===== src/hdl/rv_core_pkg.sv =====
package rv_core_pkg;

    ////////////////////////////////////////
    // basic widths
    ////////////////////////////////////////
    typedef logic [31:0] xlen_t;       // data word and address
    typedef logic [4:0]  reg_addr_t;   // register index, x0..x31

    localparam xlen_t RESET_PC = 32'h0000_0000;   // first fetch address

    // major opcodes, instr[6:0]
    typedef enum logic [6:0] {
        OP     = 7'b0110011,   // register-register alu
        OP_IMM = 7'b0010011,   // register-immediate alu and shifts
        LUI    = 7'b0110111,
        AUIPC  = 7'b0010111,
        BRANCH = 7'b1100011,
        JAL    = 7'b1101111,
        JALR   = 7'b1100111,
        LOAD   = 7'b0000011,   // only lw is kept
        STORE  = 7'b0100011    // only sw is kept
    } opcode_e;

    // alu operations; the last six only drive the compare flag
    typedef enum logic [3:0] {
        ADD, SUB, SLL, SLT, SLTU, XOR, SRL, SRA, OR, AND,
        EQ, NE, LT, GE, LTU, GEU
    } alu_op_e;

    ////////////////////////////////////////
    // datapath selects
    ////////////////////////////////////////
    typedef enum logic [1:0] {
        OP_A_RS1  = 2'd0,   // rs1 data
        OP_A_PC   = 2'd1,   // auipc, jal and jalr link
        OP_A_ZERO = 2'd2    // lui
    } op_a_sel_e;

    typedef enum logic [1:0] {
        OP_B_RS2  = 2'd0,
        OP_B_IMM  = 2'd1,   // whichever immediate the decoder picked
        OP_B_FOUR = 2'd2    // link value pc + 4
    } op_b_sel_e;

    typedef enum logic {
        WB_ALU = 1'b0,
        WB_MEM = 1'b1       // load data straight from the port
    } wb_sel_e;

    // decoder output bundle, all zero is a harmless nop
    typedef struct packed {
        op_a_sel_e op_a_sel;
        op_b_sel_e op_b_sel;
        alu_op_e   alu_op;
        logic      rf_we;
        wb_sel_e   wb_sel;
        logic      mem_req;
        logic      mem_we;
        logic      branch;    // conditional, taken on alu flag
        logic      jal;
        logic      jalr;
        logic      illegal;
    } ctrl_t;

    // data memory request, word access only
    typedef struct packed {
        logic  req;
        logic  we;      // 1 store, 0 load
        xlen_t addr;
        xlen_t wdata;
    } dmem_req_t;

endpackage

===== src/hdl/rv_core.sv =====
`timescale 1ns/1ps

module rv_core import rv_core_pkg::*; #(
    parameter int NUM_REGS = 32        // 32 for rv32i, 16 for rv32e
) (
    input  logic      CLK,
    input  logic      RESET,
    input  xlen_t     instr_i,         // instruction at pc_o, same cycle
    input  xlen_t     dmem_rdata_i,    // load data, same cycle
    output xlen_t     pc_o,
    output dmem_req_t dmem_o,
    output logic      illegal_o
);

    ctrl_t     ctrl;
    reg_addr_t rs1_addr, rs2_addr, rd_addr;
    xlen_t     imm;
    xlen_t     rs1_data, rs2_data;
    xlen_t     op_a, op_b;
    xlen_t     alu_result;
    logic      alu_flag;
    xlen_t     wb_data;

    ////////////////////////////////////////
    // units
    ////////////////////////////////////////
    rv_decoder #(.NUM_REGS(NUM_REGS)) dec0 (
        .instr_i (instr_i),  .ctrl_o (ctrl),     .rs1_o (rs1_addr),
        .rs2_o   (rs2_addr), .rd_o   (rd_addr),  .imm_o (imm)
    );

    rv_regfile #(.NUM_REGS(NUM_REGS)) rf0 (
        .CLK   (CLK),      .RESET (RESET),
        .ra1_i (rs1_addr), .ra2_i (rs2_addr), .wa_i (rd_addr),
        .wd_i  (wb_data),  .we_i  (ctrl.rf_we),
        .rd1_o (rs1_data), .rd2_o (rs2_data)
    );

    rv_alu alu0 (
        .a_i (op_a), .b_i (op_b), .op_i (ctrl.alu_op),
        .result_o (alu_result), .flag_o (alu_flag)
    );

    rv_pc_unit pcu0 (
        .CLK (CLK), .RESET (RESET), .ctrl_i (ctrl), .flag_i (alu_flag),
        .imm_i (imm), .rs1_i (rs1_data), .pc_o (pc_o)
    );

    // operand muxes
    always_comb begin
        case (ctrl.op_a_sel)
            OP_A_RS1: op_a = rs1_data;
            OP_A_PC:  op_a = pc_o;     // auipc base and link base
            default:  op_a = '0;       // lui
        endcase
        case (ctrl.op_b_sel)
            OP_B_RS2: op_b = rs2_data;
            OP_B_IMM: op_b = imm;
            default:  op_b = 32'd4;    // link value
        endcase
    end

    assign wb_data = (ctrl.wb_sel == WB_MEM) ? dmem_rdata_i : alu_result;

    // word request, address is rs1 + imm from the alu
    assign dmem_o    = '{req: ctrl.mem_req, we: ctrl.mem_we, addr: alu_result,
                         wdata: rs2_data};
    assign illegal_o = ctrl.illegal;

    // a flagged word must never reach the memory port
    a_no_req_on_illegal: assert property (@(posedge CLK)
        !(dmem_o.req && illegal_o))
        else $error("memory request with illegal instruction %h", instr_i);

endmodule


===== src/hdl/rv_pc_unit.sv =====
`timescale 1ns/1ps

module rv_pc_unit import rv_core_pkg::*; (
    input  logic  CLK,
    input  logic  RESET,
    input  ctrl_t ctrl_i,
    input  logic  flag_i,              // branch condition from the alu
    input  xlen_t imm_i,               // b, j or i immediate
    input  xlen_t rs1_i,
    output xlen_t pc_o
);

    xlen_t pc_q;
    xlen_t pc_next;
    xlen_t jalr_sum;

    assign jalr_sum = rs1_i + imm_i;

    ////////////////////////////////////////
    // next pc select
    ////////////////////////////////////////
    always_comb begin
        if (ctrl_i.jalr) begin
            pc_next = {jalr_sum[31:1], 1'b0};          // bit 0 dropped
        end else if (ctrl_i.jal || (ctrl_i.branch && flag_i)) begin
            pc_next = pc_q + imm_i;                    // pc relative
        end else begin
            pc_next = pc_q + 32'd4;                    // also for illegal
        end
    end

    always_ff @(posedge CLK) begin
        if (RESET) begin
            pc_q <= RESET_PC;
        end else begin
            pc_q <= pc_next;
        end
    end

    assign pc_o = pc_q;

    // targets built by the decoder and alu never break word alignment
    a_pc_aligned: assert property (@(posedge CLK) disable iff (RESET)
        pc_o[1:0] == 2'b00)
        else $error("misaligned pc %h", pc_o);

endmodule


===== src/hdl/rv_regfile.sv =====
`timescale 1ns/1ps

module rv_regfile import rv_core_pkg::*; #(
    parameter int NUM_REGS = 32
) (
    input  logic      CLK,
    input  logic      RESET,
    input  reg_addr_t ra1_i,           // rs1 read port
    input  reg_addr_t ra2_i,           // rs2 read port
    input  reg_addr_t wa_i,
    input  xlen_t     wd_i,
    input  logic      we_i,
    output xlen_t     rd1_o,
    output xlen_t     rd2_o
);

    xlen_t regs [NUM_REGS];

    // x0 and missing registers read as zero
    assign rd1_o = (ra1_i == '0 || ra1_i >= NUM_REGS) ? '0 : regs[ra1_i];
    assign rd2_o = (ra2_i == '0 || ra2_i >= NUM_REGS) ? '0 : regs[ra2_i];

    always_ff @(posedge CLK) begin
        if (RESET) begin
            for (int i = 0; i < NUM_REGS; i++) begin
                regs[i] <= '0;         // architectural state starts at zero
            end
        end else if (we_i && wa_i != '0 && wa_i < NUM_REGS) begin
            regs[wa_i] <= wd_i;
        end
    end

    // the instruction held during reset must not target a real register
    a_no_write_in_reset: assert property (@(posedge CLK)
        RESET |-> !(we_i && wa_i != '0))
        else $error("register write to x%0d during reset", wa_i);

endmodule


===== src/hdl/rv_alu.sv =====
`timescale 1ns/1ps

module rv_alu import rv_core_pkg::*; (
    input  xlen_t   a_i,
    input  xlen_t   b_i,
    input  alu_op_e op_i,
    output xlen_t   result_o,          // compare ops leave the sum here
    output logic    flag_o             // branch condition
);

    xlen_t      sum;
    logic [4:0] shamt;
    logic       eq, lt_s, lt_u;

    assign sum   = a_i + b_i;
    assign shamt = b_i[4:0];           // upper bits ignored, as in rv32i
    assign eq    = (a_i == b_i);
    assign lt_s  = ($signed(a_i) < $signed(b_i));
    assign lt_u  = (a_i < b_i);

    ////////////////////////////////////////
    // result and flag
    ////////////////////////////////////////
    always_comb begin
        result_o = sum;
        flag_o   = 1'b0;
        case (op_i)
            ADD:  result_o = sum;
            SUB:  result_o = a_i - b_i;
            SLL:  result_o = a_i << shamt;
            SLT:  result_o = {31'b0, lt_s};
            SLTU: result_o = {31'b0, lt_u};
            XOR:  result_o = a_i ^ b_i;
            SRL:  result_o = a_i >> shamt;
            SRA:  result_o = $signed(a_i) >>> shamt;   // keeps the sign bit
            OR:   result_o = a_i | b_i;
            AND:  result_o = a_i & b_i;
            // branch compares
            EQ:   flag_o = eq;
            NE:   flag_o = ~eq;
            LT:   flag_o = lt_s;
            GE:   flag_o = ~lt_s;
            LTU:  flag_o = lt_u;
            GEU:  flag_o = ~lt_u;
            default: begin
                result_o = sum;
                flag_o   = 1'b0;
            end
        endcase
    end

endmodule


===== src/hdl/rv_decoder.sv =====
`timescale 1ns/1ps

module rv_decoder import rv_core_pkg::*; #(
    parameter int NUM_REGS = 32        // 16 for an rv32e sized register file
) (
    input  xlen_t     instr_i,         // raw instruction word
    output ctrl_t     ctrl_o,
    output reg_addr_t rs1_o,
    output reg_addr_t rs2_o,
    output reg_addr_t rd_o,
    output xlen_t     imm_o            // immediate of the current format
);

    logic [6:0] funct7;
    logic [2:0] funct3;
    xlen_t      i_imm, s_imm, b_imm, u_imm, j_imm;
    logic       bad;                   // encoding outside the kept set
    logic       use_rs1, use_rs2, use_rd;

    assign funct7 = instr_i[31:25];
    assign funct3 = instr_i[14:12];
    assign rs1_o  = instr_i[19:15];
    assign rs2_o  = instr_i[24:20];
    assign rd_o   = instr_i[11:7];

    ////////////////////////////////////////
    // immediate formats, all sign extended
    ////////////////////////////////////////
    assign i_imm = {{21{instr_i[31]}}, instr_i[30:20]};
    assign s_imm = {{21{instr_i[31]}}, instr_i[30:25], instr_i[11:7]};
    assign b_imm = {{20{instr_i[31]}}, instr_i[7], instr_i[30:25], instr_i[11:8], 1'b0};
    assign u_imm = {instr_i[31:12], 12'b0};
    assign j_imm = {{12{instr_i[31]}}, instr_i[19:12], instr_i[20], instr_i[30:21], 1'b0};

    always_comb begin
        ctrl_o  = '0;                  // rs1 op rs2, add, no writes
        imm_o   = i_imm;
        bad     = 1'b0;
        use_rs1 = 1'b1;                // most formats read rs1
        use_rs2 = 1'b0;
        use_rd  = 1'b1;
        case (instr_i[6:0])
            OP: begin
                use_rs2      = 1'b1;
                ctrl_o.rf_we = 1'b1;
                case ({funct7, funct3})
                    10'b0000000_000: ctrl_o.alu_op = ADD;
                    10'b0100000_000: ctrl_o.alu_op = SUB;
                    10'b0000000_001: ctrl_o.alu_op = SLL;
                    10'b0000000_010: ctrl_o.alu_op = SLT;
                    10'b0000000_011: ctrl_o.alu_op = SLTU;
                    10'b0000000_100: ctrl_o.alu_op = XOR;
                    10'b0000000_101: ctrl_o.alu_op = SRL;
                    10'b0100000_101: ctrl_o.alu_op = SRA;
                    10'b0000000_110: ctrl_o.alu_op = OR;
                    10'b0000000_111: ctrl_o.alu_op = AND;
                    default:         bad = 1'b1;     // funct7 out of range
                endcase
            end
            OP_IMM: begin
                ctrl_o.op_b_sel = OP_B_IMM;
                ctrl_o.rf_we    = 1'b1;
                case (funct3)
                    3'b000: ctrl_o.alu_op = ADD;
                    3'b010: ctrl_o.alu_op = SLT;
                    3'b011: ctrl_o.alu_op = SLTU;
                    3'b100: ctrl_o.alu_op = XOR;
                    3'b110: ctrl_o.alu_op = OR;
                    3'b111: ctrl_o.alu_op = AND;
                    3'b001: begin
                        ctrl_o.alu_op = SLL;
                        bad = (funct7 != 7'b0000000);
                    end
                    default: begin             // 101, srli or srai
                        ctrl_o.alu_op = funct7[5] ? SRA : SRL;
                        bad = (funct7 != 7'b0000000) && (funct7 != 7'b0100000);
                    end
                endcase
            end
            LUI, AUIPC: begin
                use_rs1         = 1'b0;
                imm_o           = u_imm;
                ctrl_o.op_a_sel = instr_i[5] ? OP_A_ZERO : OP_A_PC;   // bit 5 splits the pair
                ctrl_o.op_b_sel = OP_B_IMM;
                ctrl_o.rf_we    = 1'b1;
            end
            BRANCH: begin
                use_rs2       = 1'b1;
                use_rd        = 1'b0;
                imm_o         = b_imm;
                ctrl_o.branch = 1'b1;
                case (funct3)
                    3'b000:  ctrl_o.alu_op = EQ;
                    3'b001:  ctrl_o.alu_op = NE;
                    3'b100:  ctrl_o.alu_op = LT;
                    3'b101:  ctrl_o.alu_op = GE;
                    3'b110:  ctrl_o.alu_op = LTU;
                    3'b111:  ctrl_o.alu_op = GEU;
                    default: bad = 1'b1;       // 010 and 011 are reserved
                endcase
            end
            JAL, JALR: begin
                // both link pc + 4, the pc unit takes the target
                use_rs1         = ~instr_i[3];
                imm_o           = instr_i[3] ? j_imm : i_imm;
                ctrl_o.op_a_sel = OP_A_PC;
                ctrl_o.op_b_sel = OP_B_FOUR;
                ctrl_o.rf_we    = 1'b1;
                ctrl_o.jal      = instr_i[3];
                ctrl_o.jalr     = ~instr_i[3];
                bad             = ~instr_i[3] && (funct3 != 3'b000);
            end
            LOAD: begin
                ctrl_o.op_b_sel = OP_B_IMM;
                ctrl_o.rf_we    = 1'b1;
                ctrl_o.wb_sel   = WB_MEM;
                ctrl_o.mem_req  = 1'b1;
                bad             = (funct3 != 3'b010);   // lw only
            end
            STORE: begin
                use_rs2         = 1'b1;
                use_rd          = 1'b0;
                imm_o           = s_imm;
                ctrl_o.op_b_sel = OP_B_IMM;
                ctrl_o.mem_req  = 1'b1;
                ctrl_o.mem_we   = 1'b1;
                bad             = (funct3 != 3'b010);   // sw only
            end
            default: bad = 1'b1;
        endcase
        // registers that do not exist in a reduced file
        if ((use_rs1 && rs1_o >= NUM_REGS) || (use_rs2 && rs2_o >= NUM_REGS) ||
            (use_rd && rd_o >= NUM_REGS)) begin
            bad = 1'b1;
        end
        if (bad) begin
            ctrl_o         = '0;           // no write, no branch, pc + 4
            ctrl_o.illegal = 1'b1;
        end
    end

endmodule


===== config.mk =====
export PLATFORM = sky130hd
export DESIGN_NAME = rv_core
export DESIGN_NICKNAME = d
export VERILOG_FILES = /design/src/hdl/rv_core_pkg.sv /design/src/hdl/rv_core.sv /design/src/hdl/rv_pc_unit.sv /design/src/hdl/rv_regfile.sv /design/src/hdl/rv_alu.sv /design/src/hdl/rv_decoder.sv
export SDC_FILE = /design/constraint.sdc
export NUM_CORES = 2
export LEC_CHECK = 0
export CORE_MARGIN = 2
export CORE_UTILIZATION = 33
export DETAILED_ROUTE_END_ITERATION = 10
export DONT_BUFFER_PORTS = 1
export HOLD_SLACK_MARGIN = 0.1
export PLACE_DENSITY = 0.44
export SYNTH_ARGS = -nofsm -noshare
export SYNTH_HDL_FRONTEND = slang
export SYNTH_SLANG_ARGS = --single-unit

===== constraint.sdc =====
create_clock -name CLK -period 7.25 [get_ports CLK]
set_input_delay 0.3625 -clock CLK [delete_from_list [all_inputs] [get_ports CLK]]
set_output_delay 0.3625 -clock CLK [all_outputs]
set_load 0.01 [all_outputs]

==> impl_metrics.yaml <==
power_and_ir_drop:
  ir_drop_uv: 260
  powerDensity_mw_per_mm2: 256
  p_leak_nw: 28.0
  total_power_mw: 19.9
critical_path:
  path_class: "input port to primary output"
  rr_startpoint: "rf0.regs[28][26]"
  reg2reg_depth: 22
  rrSetupSlack_ns: 0.54
  critPathMaxFanout: 296
  arrival_ns: 6.73
  worst_r2r_endpoint: "pcu0.pc_o[6]"
  start_kind: "input port"
  required_ns: 6.89
  worstSetupEndpointType: "primary output"
floorplanning:
  io_pins: 165
  core-area_mm2: 0.205
  start_util: 0.333
  die_y_um: 459
  die-area_mm2: 0.211
  num_rows: 166
  die_w_um: 459
clocking:
  cts_tree: "built"
  root_buffer: "clkbuf_16"
  cts_max_path_buffers: 3
  cts-buffers-inserted: 131
  clock-sinks: 1056
  cts-htree-levels: 4
  cts.reportedPaths.clkPinSlew_ns: 0.06
  clk_latency_ns: 0.80
layout:
  final_cell_area_mm2: 0.0777
  layout_common_cells: "nor2_1 (1172), edfxtp_1 (1024), mux4_2 (500)"
  drive_gt1_frac: 0.229
  syn2layout_area_growth_pct: 13.7
  fin_nets: 6225
  layout_commonest_cell: "nor2_1"
  fill_cells: 20000
timing:
  finalMaxSlewViolations: 0
  post-route-min-period_ns: 7.10
  worst_slack_ns: 0.154
  setup_viol: 0
  clock_skew_ns: 0.0438
  period_share: 0.979
  finalHoldViolations: 0
  fin_setup_tns_ns: 0
  maxSlewHeadroom: 0.0554
  max_freq_ghz: 0.141
  tightest_slew_ns: 1.40
logic_synthesis:
  synth_flop_cell: "edfxtp_1"
  synth_area_mm2: 0.0683
  synth-seq-area-share: 0.460
  syn-instance-count: 5936
  async_reset_ff_frac: 0
  ys_types: 122
  yosysWarnings: 0
  synth_seq_cells: 1056
  avgSynthCellArea_um2: 11.5
  synth_edf_count: 1024
detailed_routing:
  wl_per_cell_um: 37.8
  vias: 54800
  wirelength_um: 332000
  drc: 0
  drt_pass1_iterations: 6
  via_per_inst: 6.24
  antenna_left: 0
  drt_iter0_drc: 7233
hold_path:
  hp-start: "dmem_rdata_i[6]"
  holdPathEnd: "rf0.regs[3][6]"
  holdPathStages: 3
  hold_path.class: "input port to register"
grt:
  grt_pass1_wl_um: 454000
  grt_antenna_before_repair: 12
  grtUsageTotal: 0.309
  grt_overflow: 0
  grt_max_degree: 297
  grt_pass1_vias: 53500
outcome:
  status: "completed"
place:
  gp_congestion: 1.04
  place_ws_ns: -0.344
  dpl.hpwl_um: 223000
  port_buffers: 0
  place_area_mm2: 0.0731
job:
  maxCapViolations: 0
==> area by class of cell <==
class / count / area (um^2) / share of cell area
Multi-Input combinational cell: 4247 / 34700 / 0.447
Clock buffer: 158 / 3400 / 0.0438
Tap cell: 2688 / 3360 / 0.0433
Inverter: 138 / 523 / 0.00673
Antenna cell: 3 / 7.51 / 0.0000967
Timing Repair Buffer: 418 / 3580 / 0.0461
Clock inverter: 75 / 704 / 0.00907
Sequential cell: 1056 / 31400 / 0.404
==> what timing repair did <==
item                       CTS  global route
hold endpoints to repair   687             0
resized for setup           10            21
setup buffers                0             1
pin swaps                    0             4
setup endpoints to repair   19            10
hold buffers                30             0
==> synth_stat cells (all sizes together) (50+ instances only) <==
cell | n | area [um^2]
o21ai | 213 | 1090
edfxtp | 1024 | 30700
mux4 | 500 | 11300
nand2b | 64 | 400
o22ai | 60 | 375
and2 | 67 | 419
buf | 255 | 1530
a21o | 64 | 480
nand3 | 142 | 733
a22oi | 57 | 428
nand2 | 283 | 1070
a211oi | 91 | 708
inv | 138 | 518
nor2 | 1240 | 4810
nor3 | 89 | 488
clkbuf | 271 | 1020
mux2i | 179 | 1820
o221ai | 50 | 438
a21oi | 223 | 1130
mux2 | 59 | 664
ha | 163 | 2040
xnor2 | 90 | 788
==> metal layers <==
layer | track usage | vias up | share of wire
met3 | 0.0680 | 685 | 0.086
met1 | 0.400 | 28500 | 0.40
met2 | 0.487 | 2971 | 0.45
met4 | 0.159 | 6 | 0.061
li1 | - | 22600 | -
met5 | 0 | - | 0.00012
==> where the power goes <==
group | switching, mW | internal [mW]
clock | 2.80 | 3.63
combinational | 4.34 | 2.11
sequential | 0.109 | 6.89
total | 7.25 | 12.6
==> critical path, cell delays in order <==
cell and delay, ns:
nor2b_4 0.29, buf_4 0.25, buf_4 0.36, a221o_1 0.20, o21ai_0 0.13, a211oi_1 0.87
mux2_2 0.49, ha_2 0.30, inv_1 0.13, or4_1 0.53, o211ai_1 0.35, a211oi_1 0.16
o21ai_0 0.27, nor3b_2 0.25, buf_4 0.16, o21ai_1 0.18, o31ai_1 0.32, xnor2_1 0.19
o221ai_2 0.17, buf_4 0.17, buf_4 0.13
==> logic make-up (layout without fill, tap and decap cells) <==
kind of cell               Yosys count  in the layout  synth area share
AOI/OAI and AO/OA                 1107           1107             0.112
DFF                               1056           1056             0.460
xor gates and xnor gates           124            124            0.0159
adders and majority gates          167            167            0.0310
and+or+nand+nor                   2079           2079             0.136
buffers and inverters              664            789            0.0448
muxes                              738            738             0.201
other                                1             35         0.0000549
==> state kept, by name, indices dropped and copies added, names as in the netlist, named ones only <==
name and cells:
rf0.regs 1024, pcu0.pc_o 31
==> stage by stage <==
step | util | hold slack, ns | instances
floorplan | - | 0.500 | 5967
global placement | 0.356 | 0.459 | 8516
detailed placement | 0.356 | 0.450 | 8516
CTS | 0.378 | 0.103 | 8779
global route | 0.378 | 0.119 | 8782
finish | 0.379 | 0.141 | 8783
==> how the worst max path moves through the flow <==
stage	endpoint	cells after the start	slack, ns	start
3_3_place_gp	rf0.regs[28][0]	25	-0.33	instr_i[16]
5_1_grt	dmem_o[61]	23	-0.02	rf0.regs[30][1]
2_1_floorplan	rf0.regs[20][29]	29	0.38	instr_i[21]
3_5_place_dp	rf0.regs[23][0]	25	-0.34	instr_i[16]
6_report	dmem_o[61]	21	0.15	instr_i[16]
4_1_cts	dmem_o[61]	23	0.03	rf0.regs[30][1]
(Power assumes the default switching activity.)
